`config.mk`:
```
export PLATFORM = sky130hd
export DESIGN_NAME = access_request_port
export DESIGN_NICKNAME = d
export VERILOG_FILES = /design/src/logic/loader_pkg.sv /design/src/logic/access_request_port.sv
export SDC_FILE = /design/constraint.sdc
export NUM_CORES = 1
export LEC_CHECK = 0
export ABC_AREA = 1
export BUFFER_PORTS_ARGS = -buffer_cell sky130_fd_sc_hd__buf_2
export CAP_MARGIN = 40
export CORE_AREA = 8 8 45 47
export CTS_BUF_LIST = sky130_fd_sc_hd__clkbuf_4
export DETAILED_ROUTE_END_ITERATION = 7
export DIE_AREA = 0 0 53 55
export PLACE_DENSITY = 0.68
export SYNTH_ARGS = -nofsm -noshare
export SYNTH_HDL_FRONTEND = slang
export SYNTH_SLANG_ARGS = --single-unit
```
`constraint.sdc`:
```
create_clock -name MCLK -period 4.4 [get_ports MCLK]
set_clock_uncertainty 0.15 [all_clocks]
set_input_delay 0.44 -clock MCLK [delete_from_list [all_inputs] [get_ports MCLK]]
set_output_delay 0.44 -clock MCLK [all_outputs]
set_load 0.02 [all_outputs]
```
`src/logic/loader_pkg.sv`:
```
package loader_pkg;

    localparam int pos_w       = 12;    // loop positions and flash pages
    localparam int out_addr_w  = 15;    // bubble output buffer, 32k x 1
    localparam int fifo_addr_w = 13;    // fifo buffer, 8k x 1

    // serial NOR single-bit read instruction
    localparam logic [7:0] flash_read_cmd = 8'h03;

    localparam logic [pos_w-1:0] boot_page = 12'h805;    // bootloader image page

    // bootloader data starts at 0, page data here
    localparam logic [out_addr_w-1:0] page_data_base = 15'd14336;

endpackage

```
`src/logic/access_request_port.sv`:
```
`timescale 1ns/1ns

module access_request_port
(
    input  logic                         MCLK,
    input  logic                         reset,
    input  logic                         access_req,
    input  logic                         access_page,
    input  logic [loader_pkg::pos_w-1:0] abs_pos,
    output logic                         start,
    output logic                         page_mode,
    output logic [loader_pkg::pos_w-1:0] position,
    input  logic                         finished,
    output logic                         access_ack
);

    logic busy;     // accepted, sequencer still working

    always_ff @(posedge MCLK)
    begin
        if (reset)
        begin
            start      <= 1'b0;
            busy       <= 1'b0;
            access_ack <= 1'b0;
        end
        else
        begin
            start <= 1'b0;
            if (access_req && !busy && !access_ack)
            begin
                start <= 1'b1;
                busy  <= 1'b1;
            end
            else if (busy && finished)
            begin
                busy       <= 1'b0;
                access_ack <= 1'b1;     // held until the emulator lets go
            end
            else if (access_ack && !access_req)
                access_ack <= 1'b0;
        end
    end

    always_ff @(posedge MCLK)
    begin
        if (access_req && !busy && !access_ack)
        begin
            page_mode <= access_page;
            position  <= abs_pos;
        end
    end

endmodule

```
* Yosys cells after proc, flatten, opt, wreduce, memory -nomap -nowiden
Index checks and enable logic that the tools add are counted.
** Operators by class
- Mux-type cells :: 5
- Reductions and logical operators :: 10
- Bitwise operators :: 1
** Operator list (number)
- $mux 1 :: 5
- $logic_and 1x1->1 :: 4
- $reduce_bool 2->1 :: 2
- $logic_not 1->1 :: 3
- $reduce_and 2->1 :: 1
- $not 1->1 :: 1
** Storage, ports and cells
- Logic and storage cells :: 21
- Bits in registers :: 16
- Input bits :: 17

* Longest topological paths before layout
Gate-level depths: netlist of the first run.
- Depth after elaboration :: 5
- Mapped depth :: 3
- Gate-level depth less buffers :: 3

* Least setup slack after synthesis of the first run
No wires, ideal clock.
- Path type :: input -> register
- Start :: input port access_req
- End :: register page_mode (enable)
- Data arrival time :: 1086 ps
- Setup slack :: 2782 ps
- Buffers on the path :: 0
- Stages on the path :: 2
- Setup time :: 382 ps
- Cell sequence :: nand2_1 nor2_1
** Between the ends
- Longest elaborated chain between the ends :: 2
** Ends and longest elaborated chain
- start, declared :: line access_request_port.sv:7 : input logic access_req,
- $logic_and 1x1->1 (2 in a row) :: line access_request_port.sv:47 : if (access_req && !busy && !access_ack)
- end signal, assigned :: line access_request_port.sv:49 : page_mode <= access_page;
- end, declared :: line access_request_port.sv:11 : output logic page_mode,
Every way passes these cells.
A chain may end at the register's enable or synchronous reset.

* Worst setup path in the final report of the first run
- Start :: register access_ack
- End :: register position[0] in the netlist's numbering (enable)
** Between the ends
- Longest elaborated chain between the ends :: 2
** Ends and longest elaborated chain
- start, declared :: line access_request_port.sv:14 : output logic access_ack
- start signal, assigned :: line access_request_port.sv:25 : access_ack <= 1'b0;
- start signal, assigned :: line access_request_port.sv:38 : access_ack <= 1'b1;
- start signal, assigned :: line access_request_port.sv:41 : access_ack <= 1'b0;
- $logic_not 1->1 :: line access_request_port.sv:47
- $logic_and 1x1->1 :: line access_request_port.sv:47
- end signal, assigned :: line access_request_port.sv:50 : position <= abs_pos;
- end, declared :: line access_request_port.sv:12 : output logic [loader_pkg::pos_w-1:0] position,
Every way passes these cells.

==> flow_summary.yaml, run 1 <==
sta:
  relSlewSlack: 0.7361
  setup_viol: 0
  period_minus_slack_ns: 1.455
  min_period_over_period: 0.3307
  finalWorstSetupSlack_ns: 2.945
  rsz0062_at_grt: "no"
  fin_tns_setup_ns: 0
  finalHoldViolCount: 0
  worstMarginPinSlew_ns: 0.3944
  slew_violations: 0
  max_freq_mhz: 687.2
worst_hold_path:
  holdPathEnd: "position[4]"
  hold_path_class: "input port to flop"
  hold_depth: 1
  min_from: "abs_pos[4]"
synthesis:
  syn-num-nets: 44
  syn-cell-area_um2: 495.5
  ys_warn_count: 0
  synth_cells: 27
  ys_types: 7
  synth-seq-cells: 16
  ys_seq_area_frac: 0.9091
  synth.avg_cell_area_um2: 18.35
floorplanning:
  initial_core_util: 0.3580
  io_pins: 32
  core_um2: 1384
  dieWidth_um: 53
  row_count: 14
  fp.dieH_um: 55
  die-area_um2: 2915
worst_setup_path:
  criticalPathCategory: "flop to flop"
  r2r_cells: 4
  r2r_end: "position[0]"
  crit_arrival_ns: 1.30
  r2r_start: "access_ack"
  end_kind: "flop"
  cp-startpoint: "access_ack"
  reg2reg_slack_ns: 2.94
  cp_max_fo: 9
  cp-start-kind: "flop"
  cp.required_ns: 4.24
clock_network:
  cts_buffers: 3
  post_cts_buffers: 0
  ctsHtreeMaxLevel: 1
  insertion_delay_ns: 0.27
  cts_resized: 0
  clockBufferDepth: 2
  clk_pin_slew_ns: 0.09
  cts_sinks: 16
  cts_hold_buf: 0
  cts_tree: "yes"
  clockRootBuffer: "clkbuf_4"
placed_design:
  place_congestion: 0.6520
  preCtsSetupSlack_ns: 2.764
  hpwl_um: 942.5
  port_buffers: 31
routing:
  first_pass_iters: 2
  routed_wirelength_um: 1094
  ant_nets: 0
  viasPerCell: 4.266
  vias: 337
  drc: 0
  routedWlPerCell_um: 13.85
  drt-initial-drc-count: 1
global_routing:
  grt_use_met3: 0.06417
  gr-total-overflow: 0
  grt_max_degree: 10
  use_met1: 0.08439
  grt.total_usage: 0.08056
  grt_pass1_wl_um: 1642
  antenna_found_initial: 0
  met2_usage: 0.1094
  grt.busiest_layer: "met2"
  grt_pass1_vias: 369
run_status:
  status: "complete, no violations"
layout:
  fin_nets: 81
  syn2layout_area_growth_pct: 42.17
  drive_gt1_frac: 0.5556
  multi_input_area_um2: 33.78
  nFillCells: 127
  diodes: 0
  regArea_um2: 450.4
job:
  maxCapViolations: 0
power_and_ir_drop:
  vdd_drop_max_v: 0.0001886
  leakage_nw: 0.3183
  powerDensity_nw_per_um2: 409.5
-- layout by cell type, fill, tap and decap left out, drive strengths merged --
master   n
buf     32
edfxtp  13
nand2    4
inv      3
dfxtp    3
clkbuf   3
a21oi    2
nor2     1
nor3     1
clkinv   1
-- how the worst max path moves through the flow --
stage                  end  slack (ns)  cells after the start
3_3_place_gp   position[5]        2.53                      3
3_5_place_dp   position[5]        2.76                      4
2_1_floorplan    page_mode        2.78                      2
5_1_grt        position[0]        2.84                      4
6_report       position[0]        2.94                      4
4_1_cts        position[0]        2.94                      4
-- flip-flops by register name (all words and copies together), names as in the netlist --
signal / count
position: 12
access_ack: 1
busy: 1
page_mode: 1
start: 1
-- logic make-up after synthesis --
| logic type | after synthesis | share of synthesized area |
|---|---|---|
| AND/OR/NAND/NOR | 6 | 0.04795 |
| buffers and inverters | 3 | 0.02273 |
| flip-flops | 16 | 0.9091 |
| AO/OA/AOI/OAI | 2 | 0.02020 |
-- Yosys cell counts (all sizes together) --
cell type,instances,area (µm²)
edfxtp,13,390.4
nand2,4,15.01
dfxtp,3,60.06
inv,3,11.26
a21oi,2,10.01
nor2,1,3.750
nor3,1,5.000
-- per-stage QoR --
step / cells / hold slack (ns) / cell area (µm²) / total power [mW] / utilization
floorplan: 27 / 0.2927 / 495.5 / 0.1994 / -
global placement: 74 / 0.3051 / 670.6 / 0.2158 / 0.4846
detailed placement: 75 / 0.3079 / 678.2 / 0.2181 / 0.4901
CTS: 79 / 0.1710 / 704.4 / 0.2932 / 0.5090
global route: 79 / 0.1533 / 704.4 / 0.3055 / 0.5090
finish: 79 / 0.1778 / 704.4 / 0.2884 / 0.5090
-- metal layers --
layer / vias up / part of all wire
met1: 140 / 0.37
met4: 0 / 0.011
li1: 165 / -
met3: 2 / 0.22
met2: 30 / 0.40
met5: - / 0
-- worst max-delay path, stage by stage, from the launching register on --
cell	delay, ns
dfxtp_1	0.32
inv_1	0.05
nand2_1	0.07
nor2_1	0.32
buf_4	0.25
-- area by class of cell --
class,count,share of cell area
Clock buffer,3,0.03197
Multi-Input combinational cell,8,0.04796
Tap cell,16,0.02842
Timing Repair Buffer,32,0.2309
Inverter,3,0.01599
Clock inverter,1,0.005329
Sequential cell,16,0.6394
-- report_power, final --
| part | switching (mW) | total, mW | leakage, nW | internal [mW] |
|---|---|---|---|---|
| clock | 0.0420 | 0.0749 | 0.0154 | 0.0329 |
| combinational | 0.0224 | 0.0354 | 0.154 | 0.0129 |
| sequential | 0.00283 | 0.178 | 0.149 | 0.175 |
(Power assumes the default switching activity.)
==> inputs of run 2 (changes only) <==
--- a/config.mk
+++ b/config.mk
@@ -5,7 +5,7 @@
 export SDC_FILE = /design/constraint.sdc
 export NUM_CORES = 1
 export LEC_CHECK = 0
-export ABC_AREA = 1
+export ABC_AREA = 0
 export BUFFER_PORTS_ARGS = -buffer_cell sky130_fd_sc_hd__buf_2
 export CAP_MARGIN = 40
 export CORE_AREA = 8 8 45 47
==> constraint.sdc (replaced) <==
create_clock -name MCLK -period 1.5 [get_ports MCLK]
set_clock_uncertainty 0.15 [all_clocks]
set_input_delay 0.15 -clock MCLK [delete_from_list [all_inputs] [get_ports MCLK]]
set_output_delay 0.15 -clock MCLK [all_outputs]
set_load 0.02 [all_outputs]
==> run 2 against run 1 <==
Compared with the run above: register-to-register slack worse by 2.9 ns; power grew to 3.1 times the previous value; area after synthesis is 0.25% lower; critical endpoint is now position[1]; highest routed layer unchanged.
==> flow_summary.yaml, run 2 <==
run_status:
  status: "complete, no violations"
sta:
  fin_tns_setup_ns: 0
  min_period_over_period: 0.9456
  period_minus_slack_ns: 1.418
  setup_viol: 0
  slew_violations: 0
  worstMarginPinSlew_ns: 0.2680
  relSlewSlack: 0.8211
  finalHoldViolCount: 0
  max_freq_mhz: 705.0
  rsz0062_at_grt: "no"
global_routing:
  grt_pass1_wl_um: 2118
  grt_pass1_vias: 452
  grt_max_degree: 14
  gr-total-overflow: 0
  grt.total_usage: 0.1022
  antenna_found_initial: 0
worst_setup_path:
  crit_family: "simple AND/OR/NAND/NOR gates"
  reg2reg_slack_ns: 0.08
  cp-start-kind: "flop"
  cpPeakStageDelay_ns: 0.40
  cp.required_ns: 1.31
  end_kind: "flop"
  crit_arrival_ns: 1.23
  cp_max_fo: 13
  cp_cell_sequence: "or3b_1, inv_2"
  critPathBufInv: 1
  crit_slowest_cell: "or3b_1"
  criticalPathCategory: "flop to flop"
synthesis:
  yosysTopAreaCellShare: 0.7899
  ys_top_cells_by_count: "edfxtp_1, dfxtp_1, nor2_1"
  syn-num-nets: 40
  yosys-top-cells-area: "edfxtp_1, dfxtp_1, a21oi_2, or3b_1, a22oi_1"
  synth-seq-cells: 16
  ys_seq_area_frac: 0.9114
  synth_top_area_cell: "edfxtp_1"
  ys_types: 8
  synth.most_common_cell: "edfxtp_1"
  synth.avg_cell_area_um2: 21.49
  syn-cell-area_um2: 494.2
  synth_cells: 23
  synth_enable_flop_cells: 13
  yosys_most_used_dff: "edfxtp_1"
  async_flop_share: 0
  ys_warn_count: 0
layout:
  diodes: 0
  mostFrequentLayoutCells: "buf_2, dlygate4sd3_1, edfxtp_1, clkbuf_4, dfxtp_1"
  final_util: 0.6266
  mostFrequentLayoutCell: "buf_2"
  fin_nets: 93
  drive_gt1_frac: 0.5067
  nFillCells: 103
  largest_reg_flops: 12
  syn2layout_area_growth_pct: 75.44
  final_cells: 91
  largest_register: "position"
clock_network:
  clockRootBuffer: "clkbuf_4"
  cts_buffers: 3
  ctsHtreeMaxLevel: 1
  cts_sinks: 16
  cts_tree: "yes"
  clk_pin_slew_ns: 0.08
  clockBufferDepth: 2
  post_cts_buffers: 0
  insertion_delay_ns: 0.27
routing:
  routedWlPerCell_um: 14.45
  first_pass_iters: 1
  ant_nets: 0
  routed_wirelength_um: 1315
  drc: 0
  viasPerCell: 4.253
  vias: 387
  drt-initial-drc-count: 0
floorplanning:
  die-area_um2: 2915
  io_pins: 32
  row_count: 14
  initial_core_util: 0.3571
  core_um2: 1384
  fp.dieH_um: 55
  dieWidth_um: 53
job:
  maxCapViolations: 0
placed_design:
  port_buffers: 31
  place_congestion: 0.6517
  dpl.cell_count: 71
power_and_ir_drop:
  vdd_drop_max_v: 0.0006504
  powerDensity_nw_per_um2: 1047
  leakage_nw: 0.3824
worst_hold_path:
  hold_path_class: "input port to flop"
-- run 2: cell count changes in the layout (fill, tap and decap cells not counted), moves of 2 or more --
cell	change
inv_1	-3
nand2_1	-4
dlygate4sd3_1	+16
a21oi_1	-2
-- run 2: tightest hold or removal path, stage by stage --
cell,delay [ns]
buf_2,0.10
or3b_1,0.18
buf_4,0.12
nor2_1,0.03
-- run 2: stage by stage --
stage	hold slack (ns)	area [µm²]	power (mW)	setup WS (ns)
floorplan	0.06244	494.2	0.5849	0.05270
global placement	0.1783	676.9	0.6371	0.1128
detailed placement	0.1781	676.9	0.6398	0.08907
CTS	0.1786	867.1	0.9154	0.08045
global route	0.2222	867.1	0.9530	0.01563
finish	0.1905	867.1	0.9077	0.08156
-- run 2: worst paths after layout --
check             startpoint           to  cells past startpoint
setup / recovery        busy  position[1]                      2
hold / removal    access_req        start                      4
setup reg to reg        busy  position[1]                      2
hold reg to reg         busy   access_ack                      2
-- run 2: logic make-up (layout without fill, tap and decap cells) --
group | count (synthesis) | count (layout) | synth area share
flops | 16 | 16 | 0.9114
simple gates | 4 | 4 | 0.04812
buf+inv | 1 | 53 | 0.007588
compound gates | 2 | 2 | 0.03292
-- run 2: cell type report --
class / instances / area (µm²) / share of cell area
Clock buffer: 4 / 30.03 / 0.03463
Inverter: 1 / 3.754 / 0.004329
Multi-Input combinational cell: 6 / 40.04 / 0.04618
Sequential cell: 16 / 450.4 / 0.5195
Tap cell: 16 / 20.02 / 0.02309
Timing Repair Buffer: 48 / 322.8 / 0.3723
-- run 2: what timing repair did --
| item | CTS | global route |
|---|---|---|
| hold buffers | 16 | 0 |
| hold endpoints to repair | 16 | 0 |
| gates resized for setup | 0 | 0 |
-- run 2: power breakdown --
group          internal [mW]  switching, mW  leakage, nW
clock                  0.121          0.125       0.0184
sequential             0.514        0.00692        0.149
combinational         0.0667         0.0735        0.215
total                  0.702          0.206        0.382
-- run 2: per-layer routing --
layer | track usage | share of wire | vias up
met5 | 0 | 0 | -
met4 | 0.06466 | 0.0091 | 0
met3 | 0.07219 | 0.20 | 2
met2 | 0.1680 | 0.44 | 30
met1 | 0.08917 | 0.35 | 165
li1 | - | - | 190
==> inputs of run 3 (changes only) <==
==> constraint.sdc (replaced) <==
create_clock -name MCLK -period 1.5 [get_ports MCLK]
set_clock_uncertainty 0.15 [all_clocks]
set_input_delay 0.375 -clock MCLK [delete_from_list [all_inputs] [get_ports MCLK]]
set_output_delay 0.375 -clock MCLK [all_outputs]
set_load 0.02 [all_outputs]
==> run 3 against run 2 <==
Compared with the run above: combinational power is 25% lower; via count decreased by 15%; flip-flop and latch count is the same; global-route usage is 2.4 points lower; final cell count is 18% lower; register-to-register slack about the same; non-clock buffer count down 16; sequential share of layout area increased by 12 points; largest cell class unchanged; highest routed layer unchanged.
==> flow_summary.yaml, run 3 (synthesis results as in run 2) <==
run_status:
  status: "complete, no violations"
sta:
  min_period_over_period: 0.9468
  finalHoldViolCount: 0
  period_minus_slack_ns: 1.420
  fin_tns_setup_ns: 0
  setup_viol: 0
  relSlewSlack: 0.8291
  max_freq_mhz: 704.1
  worstMarginPinSlew_ns: 0.2560
  slew_violations: 0
  rsz0062_at_grt: "no"
layout:
  diodes: 0
  syn2layout_area_growth_pct: 42.28
  mostFrequentLayoutCell: "buf_2"
  drive_gt1_frac: 0.6271
  stdcell_area_um2: 703.2
  mostFrequentLayoutCells: "buf_2, edfxtp_1, dfxtp_1, clkbuf_4, nor2_1"
  fin_nets: 77
  largest_register: "position"
  largest_reg_flops: 12
  nFillCells: 140
worst_setup_path:
  r2r_start: "busy"
  r2r_end: "page_mode"
  r2r_cells: 2
  cp.required_ns: 1.31
  crit_arrival_ns: 1.23
  cp_max_fo: 13
  cp-startpoint: "busy"
  reg2reg_slack_ns: 0.08
  end_kind: "flop"
  cp-start-kind: "flop"
  criticalPathCategory: "flop to flop"
  crit_end: "page_mode"
placed_design:
  port_buffers: 31
  hpwl_um: 861.2
  place_congestion: 0.6533
  placed_area_um2: 676.9
clock_network:
  cts_sinks: 16
  cts_buffers: 3
  clockBufferDepth: 2
  cts_hold_buf: 0
  post_cts_buffers: 0
  clockRootBuffer: "clkbuf_4"
  ctsHtreeMaxLevel: 1
  cts_resized: 0
  clk_pin_slew_ns: 0.09
  insertion_delay_ns: 0.27
  cts_tree: "yes"
routing:
  drc: 0
  first_pass_iters: 1
  routed_wirelength_um: 1028
  drt-initial-drc-count: 0
  ant_nets: 0
  routedWlPerCell_um: 13.71
  viasPerCell: 4.400
  vias: 330
floorplanning:
  initial_core_util: 0.3571
  fp.dieH_um: 55
  die-area_um2: 2915
  core_um2: 1384
  dieWidth_um: 53
  row_count: 14
  io_pins: 32
global_routing:
  gr-total-overflow: 0
  grt_pass1_vias: 352
  grt.total_usage: 0.07778
  antenna_found_initial: 0
  grt_pass1_wl_um: 1524
  grt_max_degree: 14
power_and_ir_drop:
  vdd_drop_max_v: 0.0006022
  leakage_nw: 0.3125
  powerDensity_nw_per_um2: 1202
job:
  maxCapViolations: 0
worst_hold_path:
  hold_path_class: "input port to flop"
[run 3: worst min path at each step]
stage	start	endpoint	slack [ns]	cells past startpoint
6_report	abs_pos[0]	position[0]	0.12	1
5_1_grt	abs_pos[4]	position[4]	0.09	1
4_1_cts	abs_pos[5]	position[5]	0.11	1
3_5_place_dp	busy	access_ack	0.36	2
3_3_place_gp	busy	access_ack	0.35	2
2_1_floorplan	reset	busy	0.29	1
[run 3: per-layer routing]
layer  track usage  wire (µm)
met5             0          0
met4       0.07759         29
met3       0.05615        257
met2       0.09766        335
met1       0.08121        405
[run 3: worst max-delay path, cell delays in order, from the launching register on]
cell     delay, ns
dfxtp_1       0.32
or3b_1        0.41
inv_2         0.23
[run 3: power breakdown]
| group | internal (mW) | switching (mW) |
|---|---|---|
| clock network | 0.0964 | 0.122 |
| logic | 0.0395 | 0.0655 |
| registers | 0.514 | 0.00716 |
[run 3: area by class of cell]
type / count / area, µm² / area share
flip-flops and latches: 16 / 450.4 / 0.6406
repair buffers: 32 / 162.7 / 0.2313
multi-input cells: 6 / 40.04 / 0.05694
clock buffers: 3 / 22.52 / 0.03203
well taps: 16 / 20.02 / 0.02847
clock inverters: 1 / 3.754 / 0.005338
inverters: 1 / 3.754 / 0.005338
[run 3: stage by stage]
step / total power [mW] / worst slack [ns] / utilization / cells / hold slack [ns]
detailed placement: 0.6392 / -0.05655 / 0.4892 / 71 / 0.3622
floorplan: 0.5849 / 0.05270 / - / 23 / 0.2874
global placement: 0.6368 / -0.02101 / 0.4892 / 71 / 0.3507
CTS: 0.8545 / 0.06875 / 0.5081 / 75 / 0.1123
finish: 0.8449 / 0.07975 / 0.5081 / 75 / 0.1163
global route: 0.8905 / 0.02238 / 0.5081 / 75 / 0.09426
