$ cat config.mk
export PLATFORM = sky130hd
export DESIGN_NAME = position_page_converter
export DESIGN_NICKNAME = d
export VERILOG_FILES = /design/src/logic/loader_pkg.sv /design/src/logic/position_page_converter.sv
export SDC_FILE = /design/constraint.sdc
export NUM_CORES = 1
export LEC_CHECK = 0
export BUFFER_PORTS_ARGS = -buffer_cell sky130_fd_sc_hd__clkbuf_2
export CAP_MARGIN = 10
export CORE_ASPECT_RATIO = 0.5
export CORE_MARGIN = 2
export CORE_UTILIZATION = 25
export CTS_BUF_LIST = sky130_fd_sc_hd__clkbuf_4 sky130_fd_sc_hd__clkbuf_8
export DETAILED_ROUTE_END_ITERATION = 10
export PLACE_DENSITY = 0.57
export SKIP_LAST_GASP = 1
export SYNTH_ARGS = -nofsm -noshare
export SYNTH_HDL_FRONTEND = slang
export SYNTH_SLANG_ARGS = --single-unit
export TNS_END_PERCENT = 20
$ cat constraint.sdc
create_clock -name MCLK -period 2.5 [get_ports MCLK]
set_input_delay 0.25 -clock MCLK [delete_from_list [all_inputs] [get_ports MCLK]]
set_output_delay 0.25 -clock MCLK [all_outputs]
set_load 0.03 [all_outputs]
$ cat src/logic/loader_pkg.sv
package loader_pkg;

    localparam int pos_w       = 12;    // loop positions and flash pages
    localparam int out_addr_w  = 15;    // bubble output buffer, 32k x 1
    localparam int fifo_addr_w = 13;    // fifo buffer, 8k x 1

    // serial NOR single-bit read instruction
    localparam logic [7:0] flash_read_cmd = 8'h03;

    localparam logic [pos_w-1:0] boot_page = 12'h805;    // bootloader image page

    // bootloader data starts at 0, page data here
    localparam logic [out_addr_w-1:0] page_data_base = 15'd14336;

endpackage

$ cat src/logic/position_page_converter.sv
`timescale 1ns/1ns

module position_page_converter
#(
    parameter int PAGE_COUNT = 2053
)
(
    input  logic                         MCLK,
    input  logic                         reset,
    input  logic                         convert,
    input  logic [loader_pkg::pos_w-1:0] position,
    output logic [loader_pkg::pos_w-1:0] page,
    output logic                         done
);

    import loader_pkg::*;

    logic [pos_w-1:0] value;
    logic             running;

    assign page = value;

    // the emulator reports the position one loop early
    always_ff @(posedge MCLK)
    begin
        if (reset)
        begin
            value   <= '0;
            running <= 1'b0;
            done    <= 1'b0;
        end
        else
        begin
            done <= 1'b0;
            if (convert)
            begin
                value   <= position + 1'b1;
                running <= 1'b1;
            end
            else if (running)
            begin
                if (value >= pos_w'(PAGE_COUNT))
                    value <= value - pos_w'(PAGE_COUNT);   // one wrap per cycle
                else
                begin
                    running <= 1'b0;
                    done    <= 1'b1;
                end
            end
        end
    end

endmodule

; Word-level counts from Yosys, hierarchy flattened
; Index checks and enable logic that the tools add are counted.
[word_totals]
regBits = 14
inputBits = 15
wordCells = 18
[op_classes]
n_addsub = 2
order_cmp = 1
n_mux = 7
n_bitwise = 1
n_reduce_logical = 4
[ops]
columns = cell, n
row1 = 2-to-1 mux 12 bit, 3
row2 = "adder 12 x 1 -> 12 bit, second input constant", 1
row3 = ">= comparator 12 bit, second input constant", 1
row4 = "subtractor 12 bit, second input constant", 1
row5 = 2-to-1 mux 1 bit, 4
row6 = nonzero test 2 bit, 2
row7 = OR reduction 3 bit, 1
row8 = AND reduction 2 bit, 1
row9 = NOT 1 bit, 1

; Depth between registers and ports, before layout
; Gate-level depths: netlist of the first run.
[depth]
ltp_word = 4
ltp_mapped = 7
mapped_depth_nobuf = 7

; Worst setup path after synthesis of the first run
; OpenSTA, ideal clock, no wires.
[synth_path]
path_type = flip-flop to flip-flop
from = register value[3], in the netlist page[3]
to = register value[6], in the netlist page[6]
setup_time_ns = 0.086
t_arrival_ns = 2.158
t_required_ns = 2.414
setup_slack_ns = 0.256
stages_incl_launch_ff = 7
synth_period_minus_slack_ns = 2.244
path_cell_list = dfxtp_1 -> or4_1 -> buf_2 -> or3_2 -> o211a_1 -> xnor2_1 -> a211oi_1
[synth_via]
elab_chain_len = 4
elab_cells_between_ends = 7
classes_between = add/sub: 1 / order compare: 1 / mux: 3 / reduce/logical: 2
[synth_lines]
columns = item, line_no
row1 = "start, declared", position_page_converter.sv:18  ; logic [pos_w-1:0] value;
row2 = "start signal, assigned", position_page_converter.sv:37  ; value <= position + 1'b1;
row3 = "start signal, assigned", position_page_converter.sv:43  ; value <= value - pos_w'(PAGE_COUNT);
row4 = subtractor 12 bit, position_page_converter.sv:43
row5 = 2-to-1 mux 12 bit, position_page_converter.sv:42  ; if (value >= pos_w'(PAGE_COUNT))
row6 = 2-to-1 mux 12 bit, position_page_converter.sv:40  ; else if (running)
row7 = 2-to-1 mux 12 bit, position_page_converter.sv:35  ; if (convert)
; Several ways; a longest one is shown, not always the timed one. The select of a mux whose other input is x is not followed.
; A chain may end at the register's enable or synchronous reset.

; Final worst setup path of the first run
; Same ends and word-level chain as after synthesis.

==> impl.org, run 1 <==
** Outcome
- The run finished with clean final reports.

** Synth
- The synthesized netlist occupies a cell area of roughly 950 um^2.
- The synthesized netlist devotes 3.96% of its cell area to adder and majority cells.
- Yosys warning total :: 0
- After Yosys synthesis, and, or, nand and nor cells account for about a quarter of the synthesized area.
- Dominant cell by count in the synthesized netlist :: sky130_fd_sc_hd__dfxtp_1
- Counting every instance in the synthesized netlist gives 116.
- Per-instance average area after synthesis :: 8.18 um^2
- By area the synthesized netlist is led by sky130_fd_sc_hd__dfxtp_1 (30%), sky130_fd_sc_hd__xor2_1 (6.5%), sky130_fd_sc_hd__a211oi_1 (5.5%).
- Post-synth net total :: approximately 130
- In the synthesized netlist, the cells that appear most often are sky130_fd_sc_hd__dfxtp_1 (14), sky130_fd_sc_hd__nor2_1 (10), sky130_fd_sc_hd__a21oi_1 (8).
- XOR/XNOR share of the synthesized area :: 12.0%
- Fraction of the mapped netlist area in compound gates :: 27.0%
- After synthesis, the share of flip-flops with an asynchronous set or reset is 0%.
- After synthesis, the largest family of logic cells by area is compound AO/OA/AOI/OAI gates.
- The portion of synthesized area spent on multiplexers is 0%.
- Number of synthesized register bits :: 14
- Counting flops with a built-in enable in the synthesized netlist gives 0.
- Distinct cells, synth :: 40
- Post-synthesis cell type with the largest combined area :: sky130_fd_sc_hd__dfxtp_1
- The share of the Yosys chip area taken by registers is 29.6%.
- The share of synthesized area in the top cell type comes to 29.6%.
- Primary flip-flop cell chosen by synthesis mapping :: sky130_fd_sc_hd__dfxtp_1

** Clock network
- Count of buffers added by post-CTS timing repair for setup :: 0
- CTS built an H-tree with a depth of 1.
- Buffer levels on the longest clock path :: 2
- Clock insertion delay at the later pin of the skew report :: around 0.25 ns
- Once the clock tree was built, the resizer swapped 0 gates to a different size.
- Number of buffers inserted during clock tree synthesis :: 3
- TritonCTS built the clock tree.
- CTS root buf :: sky130_fd_sc_hd__clkbuf_8
- The clock drives 14 sinks.
- Clock-pin slew was measured on the worst setup and hold paths at ~0.06 ns.
- Hold bufs inserted after CTS :: 0

** Worst setup path
- The startpoint identified for the worst register-to-register timing path is page[3].
- CP max stage delay :: around 0.65 ns
- Data arrives at the worst endpoint at around 2.4 ns.
- Tracing the worst setup path back leads to its startpoint at page[3].
- Worst-path cell chain :: or4_1 > or3_2 > o211a_1 > xnor2_1 > a211oi_1
- Critical path data required time :: around 2.7 ns
- Critical path endpoint category :: flip-flop
- The number of buffers and inverters on the critical path is 0.
- The critical path is of the reg -> reg type.
- Crit-path leading delay family :: simple AND/OR/NAND/NOR gates
- The worst setup path is launched from a flip-flop.
- Biggest fanout along the worst timing path :: 7
- For this design, the slowest cell found on the critical path is sky130_fd_sc_hd__or4_1.

** Power
- Leakage :: 0.473 nW
- Across the VDD grid, the largest voltage drop is 0.000195 V.
- Total power density per cell area :: ~510 mW/mm^2
- The design draws 605 uW.

** STA
- Final number of hold-violating endpoints :: 0
- Final-report setup violation count :: 0
- Of the available clock period, the critical path in the final layout requires ~89%.
- For the finished layout, the period the worst path requires is 2.23 ns.
- The worst pin sits at a relative slew slack of a little over three fifths.
- Setup repair after global routing left no endpoint under its margin.
- Max-slew violations :: 0
- Final TNS setup :: 0 ns
- Worst setup skew after layout :: roughly 0.0015 ns
- Final setup slack of the worst path :: 0.273 ns
- Timing-limited maximum frequency :: roughly 450 MHz
- Measured slew at the worst slew-check pin :: 0.549 ns

** Detailed routing
- Post-route DRC violation count :: 0
- Starting DRC count in detailed routing :: between 50 and 60
- After detailed routing, the average wire length per cell comes to around 13 um.
- The first detailed-routing pass ran for 4 iterations.
- Using the TritonRoute via totals, the vias-per-cell ratio works out to between 4 and 5.
- Summing over every cut layer, the via total after detailed routing is just under 1,000.
- Routed wire length :: 2570 um
- In this run the remaining antenna-violating nets after routing total 0.

** Floorplanning
- The floorplan has 15 rows.
- Number of I/O pins :: 28
- In this run the horizontal extent of the chip is 91.1 um.
- The region available for standard cell placement spans 0.00353 mm^2.
- Initial Util :: 26.9%
- Vertical die dimension :: around 48 um
- Die area :: between 0.004 and 0.005 mm^2

** Finish
- End-of-flow core utilization :: 33.5%
- Summing all flip-flop and latch instances after layout gives roughly 280 um^2.
- Count of placed standard cells in the final layout, fillers left out :: roughly 200
- After filler insertion, the fill cell instance count of the layout stands at approximately 400.
- Number of antenna repair diodes :: 0
- Of the cells placed in the final design, the portion with a size suffix greater than 1 is between 20 and 30%.
- Count of nets after finishing :: 164
- Relative to the synthesized area, the layout overhead comes to 24.7%.
- Area used by multi-input combinational logic :: between 600 and 700 um^2

** Placed design
- Final RePlAce weighted congestion :: 0.837
- Detailed placer's ending HPWL :: 1970 um
- Post-placement setup slack :: 0.305 ns
- Including well taps, the total number of placed cells is 192.
- Buffers placed on the I/O ports in this run total 27.

** Worst hold path
- The worst hold path begins at position[10].
- In this run the worst hold path is classified as in -> reg.

** Job
- Across the run, the number of max-cap violations was 0.

** GRT
- Summed over all layers, the global routing overflow is 0.
- Wire length of the first global-routing pass :: 4140 um
- GRT Util Overall :: between 10% and 20%
- The initial antenna violation count came to 0.
- Maximum number of pins on one net before global-route repair :: 17
- Vias in the first global route :: around 900
-- tightest hold or removal path: cells and delay by family --
kind                   cells  cell delay, ns
AO/OA/AOI/OAI              1            0.12
XOR/XNOR                   1            0.08
buffers and inverters      1            0.10
-- worst paths after layout --
path               to  slack (ns)  cells after the start
max reg2reg   page[6]        0.27                      5
min          page[10]        0.33                      3
max           page[6]        0.27                      5
min reg2reg      done        0.48                      2
-- layout make-up --
type                    instances  area share [%]
well taps                      51            5.40
multi-input cells              96            54.4
inverters                       3           0.952
repair buffers                 28            12.1
clock buffers                   3            3.49
flip-flops and latches         14            23.7
-- state kept, by name, summed over array words and instances, names as in the netlist --
| register | count |
|---|---|
| page | 12 |
| done | 1 |
| running | 1 |
-- layer usage --
metal  up-vias  GRT usage, %  part of all wire, %
met5         -             0                    0
met4         0          5.76                  1.6
met3         6          2.83                  4.0
met2        19          20.6                   44
met1       450          16.3                   50
li1        494             -                    -
-- per-stage QoR --
stage / cell area, um^2 / hold slack (ns)
finish: 1180 / 0.335
global route: 1180 / 0.368
CTS: 1180 / 0.340
detailed placement: 1140 / 0.475
global placement: 1140 / 0.482
floorplan: 948 / 0.429
-- logic make-up after synthesis --
logic type | Yosys count
simple gates | 43
flops | 14
fa+ha+maj | 3
buf+inv | 6
xor+xnor | 13
compound gates | 37
-- cell usage in the layout (no fill, tap or decap), types with 5 or more instances in the layout --
cell type	count
sky130_fd_sc_hd__nor2_1	10
sky130_fd_sc_hd__a211oi_1	7
sky130_fd_sc_hd__a21oi_1	8
sky130_fd_sc_hd__xnor2_1	6
sky130_fd_sc_hd__nand2_1	7
sky130_fd_sc_hd__xor2_1	7
sky130_fd_sc_hd__o21ai_0	5
sky130_fd_sc_hd__clkbuf_2	27
sky130_fd_sc_hd__dfxtp_1	14
sky130_fd_sc_hd__nand3_1	6
-- power by group --
group | total, mW | internal (mW) | leakage, nW | switching [mW]
clock | 0.188 | 0.107 | 0.0216 | 0.0809
combinational | 0.160 | 0.0583 | 0.335 | 0.101
sequential | 0.258 | 0.239 | 0.116 | 0.0191
(Power assumes the default switching activity.)
==> run 2: changes to the inputs <==
BUFFER_PORTS_ARGS = default   (was -buffer_cell sky130_fd_sc_hd__clkbuf_2)
CAP_MARGIN = 20   (was 10)
DONT_BUFFER_PORTS = 1   (was default)
PLACE_DENSITY = 0.5   (was 0.57)
==> run 2 against run 1 <==
  * Sequential power increased by 4%
  * Sequential cell count unchanged
  * Clock power is 2% lower
  * Largest power group unchanged
==> impl.org, run 2 (same netlist as run 1, synthesis figures left out) <==
** Worst setup path
- Critical path data required time :: 2.66 ns
- Kind of launch point of the worst setup path :: flip-flop
- Worst-case register-to-register setup slack :: 0.35 ns
- Depth of the worst register-to-register path :: 5
- Critical path endpoint category :: flip-flop
- Biggest fanout along the worst timing path :: 6
- The worst setup path is of the reg -> reg kind.
- At the worst endpoint, the arrival time is 2.32 ns.
- Grouping stages by cell kind, the critical path spends the most delay in simple AND/OR/NAND/NOR gates.
- The largest individual stage delay along the critical path comes from the cell sky130_fd_sc_hd__or4_1.
- CP max stage delay :: 0.62 ns
- The critical path contains buffers and inverters numbering 0 combined.
- Worst-path cell chain :: or4_1 > or3_2 > o211a_1 > xnor2_1 > a211oi_1
- The critical path runs through a total of 5 cells.

** Power
- Switching power of the nets :: 180 uW
- Internal power :: 398 uW
- Leakage :: roughly 0.39 nW
- Net switching is between 30% and 40% of the power.
- IR drop worst, VDD :: 0.000141 V
- The share of total power dissipated in combinational logic is between 20 and 25%.
- Sequential cells burn roughly 46% of the power.
- Fraction of power consumed by the clock network :: a little under a third
- In this run the power density over the cells is between 500 and 600 mW/mm^2.

** Clock network
- TritonCTS built the clock tree.
- In this run, CTS created clock tree buffers numbering 3.
- The number of gates resized after CTS was 0.
- The clock passes through at most 2 buffers.
- Count of buffers added by post-CTS timing repair for setup :: 0
- # H-tree levels :: 1
- Clock insertion delay at the later pin of the skew report :: 0.24 ns
- Clock sinks :: 14
- The tree is rooted in a sky130_fd_sc_hd__clkbuf_8.
- Clock-pin slew was measured on the worst setup and hold paths at about 0.06 ns.
- In this run, post-CTS hold repair placed 0 buffers.

** STA
- Hold timing on the final database bottoms out at a slack of just under 0.07 ns.
- Setup repair after global routing left no endpoint under its margin.
- For this run, the top clock speed supported by timing is roughly 460 MHz.
- Final-report setup violation count :: 0
- Final TNS setup :: 0 ns
- Slew HR :: roughly 63%
- In the finished design, the share of the clock period the worst path needs comes to between 80% and 90%.
- The final max-slew violation count was 0.
- Counting I/O delays and the setup requirement, the final critical path takes 2.15 ns.
- The number of hold-slack violations in the final timing report is 0.
- Worst setup skew after layout :: ~0.00068 ns
- Measured slew at the worst slew-check pin :: 0.542 ns

** Finish
- The number of antenna diodes in the final layout is 0.
- Most common library cell in the layout ignoring fill and taps :: sky130_fd_sc_hd__dfxtp_1
- Commonest non-fill, non-tap cells in the layout :: sky130_fd_sc_hd__dfxtp_1 (14), sky130_fd_sc_hd__nor2_1 (10), sky130_fd_sc_hd__a21oi_1 (8), sky130_fd_sc_hd__buf_4 (8)
- Share of cells above drive strength 1 :: between 10% and 20%
- The multi-input combinational cells in the finished layout cover a total of roughly 640 um^2.
- Count of nets after finishing :: roughly 140
- Counting the fill cells in the layout gives 391.
- Number of flip-flops in the largest register :: 12
- Post-route cell area :: approximately 0.0011 mm^2
- Sequential cell area in the final layout :: 280 um^2
- Relative to the synthesized area, the layout overhead comes to 16.0%.

** GRT
- After global routing the overflow that remains totals 0.
- Wire length of the first global-routing pass :: 4060 um
- Maximum number of pins on one net before global-route repair :: 17
- The initial antenna violation count came to 0.
- GRT Util Overall :: 12.3%
- The via count of the first global-routing pass came to between 800 and 900.

** Worst hold path
- Counting instances, the worst hold path has a depth of 1.
- The min-delay analysis places its worst path in the category in -> reg.

** Detailed routing
- Ratio of routed vias to standard cells :: 5.06
- The first detailed-routing pass took 4 iterations.
- Wires add up to around 2600 um.
- Per-cell routed wire length :: 14.8 um
- The first routing iteration left between 80 and 90 violations.
- For this run, design rule violations remaining after detail routing come to 0.
- The count of nets left with antenna violations once routing finished came out at 0.
- Detailed-route via count :: 885

** Floorplanning
- The floorplan has 15 rows.
- Once the floorplan was initialized, standard cells occupied about 27% of the core.
- The die is 91.1 um wide.
- Number of I/O pins :: 28
- Die area :: between 0.004 and 0.005 mm^2
- Core footprint :: approximately 0.0035 mm^2
- Vertical die dimension :: around 48 um

** Placed design
- In this run the tool buffered the top-level ports with 0 buffer cells.
- After legalization and detailed placement, the total HPWL measured 1990 um.
- Routability-driven placement finished with a final weighted congestion of around 0.84.
- Total cell area at the placement stage :: 0.00106 mm^2

** Outcome
- Outcome :: finished clean

** Job
- Across the run, the number of max-cap violations was 0.
[run 2: cell count changes in the layout (fill, tap and decap cells not counted)]
cell,before,now
sky130_fd_sc_hd__clkbuf_2,27,0
sky130_fd_sc_hd__buf_4,1,8
[run 2: metrics by stage]
step | util, % | power (mW) | worst slack [ns] | instances
after CTS | 31.2 | 0.579 | 0.352 | 175
after detailed placement | 30.0 | 0.397 | 0.378 | 172
final | 31.2 | 0.578 | 0.346 | 175
after global placement | 30.0 | 0.398 | 0.404 | 172
after global routing | 31.2 | 0.604 | 0.226 | 175
after floorplan | - | 0.366 | 0.256 | 116
[run 2: layout make-up]
type                            count  area share (%)
Sequential cell                    14            25.5
Tap cell                           51            5.80
Multi-Input combinational cell     96            58.5
Inverter                            3            1.02
Timing Repair Buffer                8            5.46
Clock buffer                        3            3.75
[run 2: power by group through the flow]
stage,Clock (mW),Sequential (mW),Combinational [mW]
after global placement,0,0.272,0.126
after global routing,0.196,0.270,0.139
after detailed placement,0,0.272,0.125
after floorplan,0,0.288,0.0777
after CTS,0.185,0.268,0.126
final,0.184,0.268,0.126
[run 2: worst paths after layout]
path,startpoint,to
max reg2reg,page[3],page[6]
min,reset,running
min reg2reg,running,done
max,page[3],page[6]
[run 2: routing by layer]
metal | wire length [um] | part of all wire [%] | global-route usage (%) | vias up
met4 | 23 | 0.89 | 6.36 | 0
met1 | 1330 | 51 | 16.2 | 413
met2 | 1120 | 43 | 19.7 | 17
met3 | 109 | 4.2 | 2.68 | 3
li1 | - | - | - | 452
met5 | 0 | 0 | 0 | -
==> run 3: changes to the inputs <==
CTS_CLUSTER_SIZE = 40   (was default)
REMOVE_ABC_BUFFERS = 1   (was default)
==> run 3 against run 2 <==
  * Count of clock-buffer cells in the layout rose by 1
  * Largest cell class unchanged
  * Setup slack improved by 0.0014 ns
  * Die area did not move
==> impl.org, run 3 (same netlist as run 1, synthesis figures left out) <==
** Placed design
- Once detailed placement completed, the half-perimeter wirelength came to slightly below 2000 um.
- PortBufs :: 0
- Total instance count after detailed placement :: ~170
- Final RePlAce weighted congestion :: 0.855

** Clock network
- The clock reaches the later pin of the worst-skew pair after 0.25 ns.
- Hold bufs inserted after CTS :: 0
- Buffer levels on the longest clock path :: 2
- CTS clk-pin slew, worst paths :: around 0.06 ns
- TritonCTS built the clock tree.
- Count of buffers added by post-CTS timing repair for setup :: 0
- # H-tree levels :: 1
- After clock tree synthesis, the repair step resized 0 gates.
- Number of buffers inserted during clock tree synthesis :: 3
- CTS root buf :: sky130_fd_sc_hd__clkbuf_8
- The tree built by TritonCTS fans out to 14 sinks.

** Floorplanning
- Die area :: 0.00433 mm^2
- Core footprint :: about 0.0035 mm^2
- Die Span X :: 91.1 um
- Number of I/O pins :: 28
- Vertical die dimension :: approximately 48 um
- Initial Util :: 26.9%
- Row count :: 15

** Finish
- The library cell used most frequently in the layout, excluding fill and tap cells, is sky130_fd_sc_hd__dfxtp_1.
- Count of placed standard cells in the final layout, fillers left out :: roughly 180
- The layout has between 300 and 400 filler cells.
- The repair_antennas step left the layout with diodes totalling 0.
- Number of flip-flops in the largest register :: 12
- After the last flow step, the layout net total stands at between 100 and 150.
- End-of-flow core utilization :: a little under a third
- From synthesis to final layout, the design area changed by 17.4%.
- Sequential cell area in the final layout :: 280 um^2
- In the final layout, the share of cells above drive strength 1 is between 10% and 20%.
- Leaving out fill and tap cells, the most frequent cells in the layout are sky130_fd_sc_hd__dfxtp_1 (14), sky130_fd_sc_hd__nor2_1 (10), sky130_fd_sc_hd__a21oi_1 (8), sky130_fd_sc_hd__buf_4 (8).
- Summing all multi-input logic gate instances after layout gives around 640 um^2.

** Worst setup path
- For the worst setup path, the data required time is around 2.7 ns.
- Worst-path cell chain :: or4_1 > or3_2 > o211a_1 > xnor2_1 > a211oi_1
- In this design, the stage delay of the slowest critical-path cell is 0.63 ns.
- Biggest fanout along the worst timing path :: 6
- Crit-path leading delay family :: simple AND/OR/NAND/NOR gates
- For this design, the slowest cell found on the critical path is sky130_fd_sc_hd__or4_1.
- The worst setup path is captured at a flip-flop.
- Kind of launch point of the worst setup path :: flip-flop
- STA puts the critical path data arrival time at approximately 2.3 ns.
- Number of buffer and inverter instances along the worst setup path :: 0
- By startpoint and endpoint, the worst setup path is classified as reg -> reg.

** STA
- Across the routed clock network, the largest skew measured is ~0.00085 ns.
- Summed over all failing endpoints, the final setup total negative slack is 0 ns.
- Counting I/O delays and the setup requirement, the final critical path takes 2.15 ns.
- Setup violations remaining at the end of the flow were counted as 0.
- Unrepaired setup endpoints after global routing :: false
- The number of hold-slack violations in the final timing report is 0.
- Final critical-path share of the clock period :: between 80 and 90%
- Static timing analysis puts the maximum clock frequency at about 460 MHz.
- Headroom to the max-slew limit came out at about 58%.
- Measured slew at the worst slew-check pin :: about 0.62 ns
- Max-slew violations :: 0

** Outcome
- Outcome :: finished clean

** Power
- Switching power of the nets :: ~190 uW
- Sequential share of power :: about 43%
- Summed over all cells, the static leakage comes to approximately 0.4 nW.
- Sw Ratio :: 30.3%
- IR drop worst, VDD :: between 0.00015 and 0.0002 V
- Total power density per cell area :: between 500 and 600 mW/mm^2
- Relative contribution of combinational cells to total power :: 20.4%
- Internal power comes to between 400 and 500 uW.
- Fraction of power consumed by the clock network :: between 30% and 40%

** Detailed routing
- The detail route stage leaves a number of antenna-violating nets equal to 0.
- Ratio of routed vias to standard cells :: 5.19
- For this block, the initial DRC count from the detailed router was 47.
- The routed layout has between 900 and 1,000 vias.
- The routed design has about 2600 um of wire.
- Post-route DRC violation count :: 0
- Router iterations before antenna repair :: 4
- After detailed routing, the average wire length per cell comes to about 15 um.

** GRT
- Wire length of the first global-routing pass :: about 4200 um
- GRT Util Overall :: about an eighth
- After global routing the overflow that remains totals 0.
- Vias in the first global route :: ~860
- The initial antenna violation count was 0.
- Entering global routing, the biggest net connects 17 pins.

** Worst hold path
- Kind of path behind the tightest hold check :: in -> reg

** Job
- Number of max-capacitance violations reported :: 0
-- run 3: cell types whose count changed in the layout (fill, tap and decap cells not counted), sizes merged --
cell,delta
clkbuf,+1
-- run 3: power by group through the flow --
stage	registers, mW	clock network (mW)	logic (mW)
2_1_floorplan	0.288	0	0.0721
3_3_place_gp	0.272	0	0.126
3_5_place_dp	0.272	0	0.124
4_1_cts	0.268	0.227	0.126
5_1_grt	0.270	0.239	0.140
6_report	0.268	0.224	0.126
-- run 3: layer usage --
metal	GRT usage [%]	vias to the layer above	part of all wire [%]
li1	-	449	-
met1	17.1	432	50
met2	20.1	31	43
met3	3.62	2	6.0
met4	3.64	0	0.54
met5	0	-	0
-- run 3: final timing paths --
path	startpoint	end	slack [ns]	depth (start not counted)
setup / recovery	page[3]	page[6]	0.35	5
hold / removal	reset	page[9]	0.06	1
setup reg to reg	page[3]	page[6]	0.35	5
hold reg to reg	running	done	0.53	2
-- run 3: final cells by class --
cell class                      count  share of cell area [%]
Clock buffer                        4                    4.94
Tap cell                           51                    5.73
Multi-Input combinational cell     96                    57.8
Sequential cell                    14                    25.2
Inverter                            3                    1.01
Timing Repair Buffer                8                    5.39
-- run 3: per-stage QoR --
step	instance area, um^2	setup WS, ns	hold slack (ns)	power [mW]
after floorplan	935	0.278	0.319	0.360
after global placement	1060	0.393	0.324	0.398
after detailed placement	1060	0.375	0.325	0.397
after CTS	1110	0.350	0.0600	0.621
after global routing	1110	0.180	0.0565	0.649
final	1110	0.348	0.0648	0.618
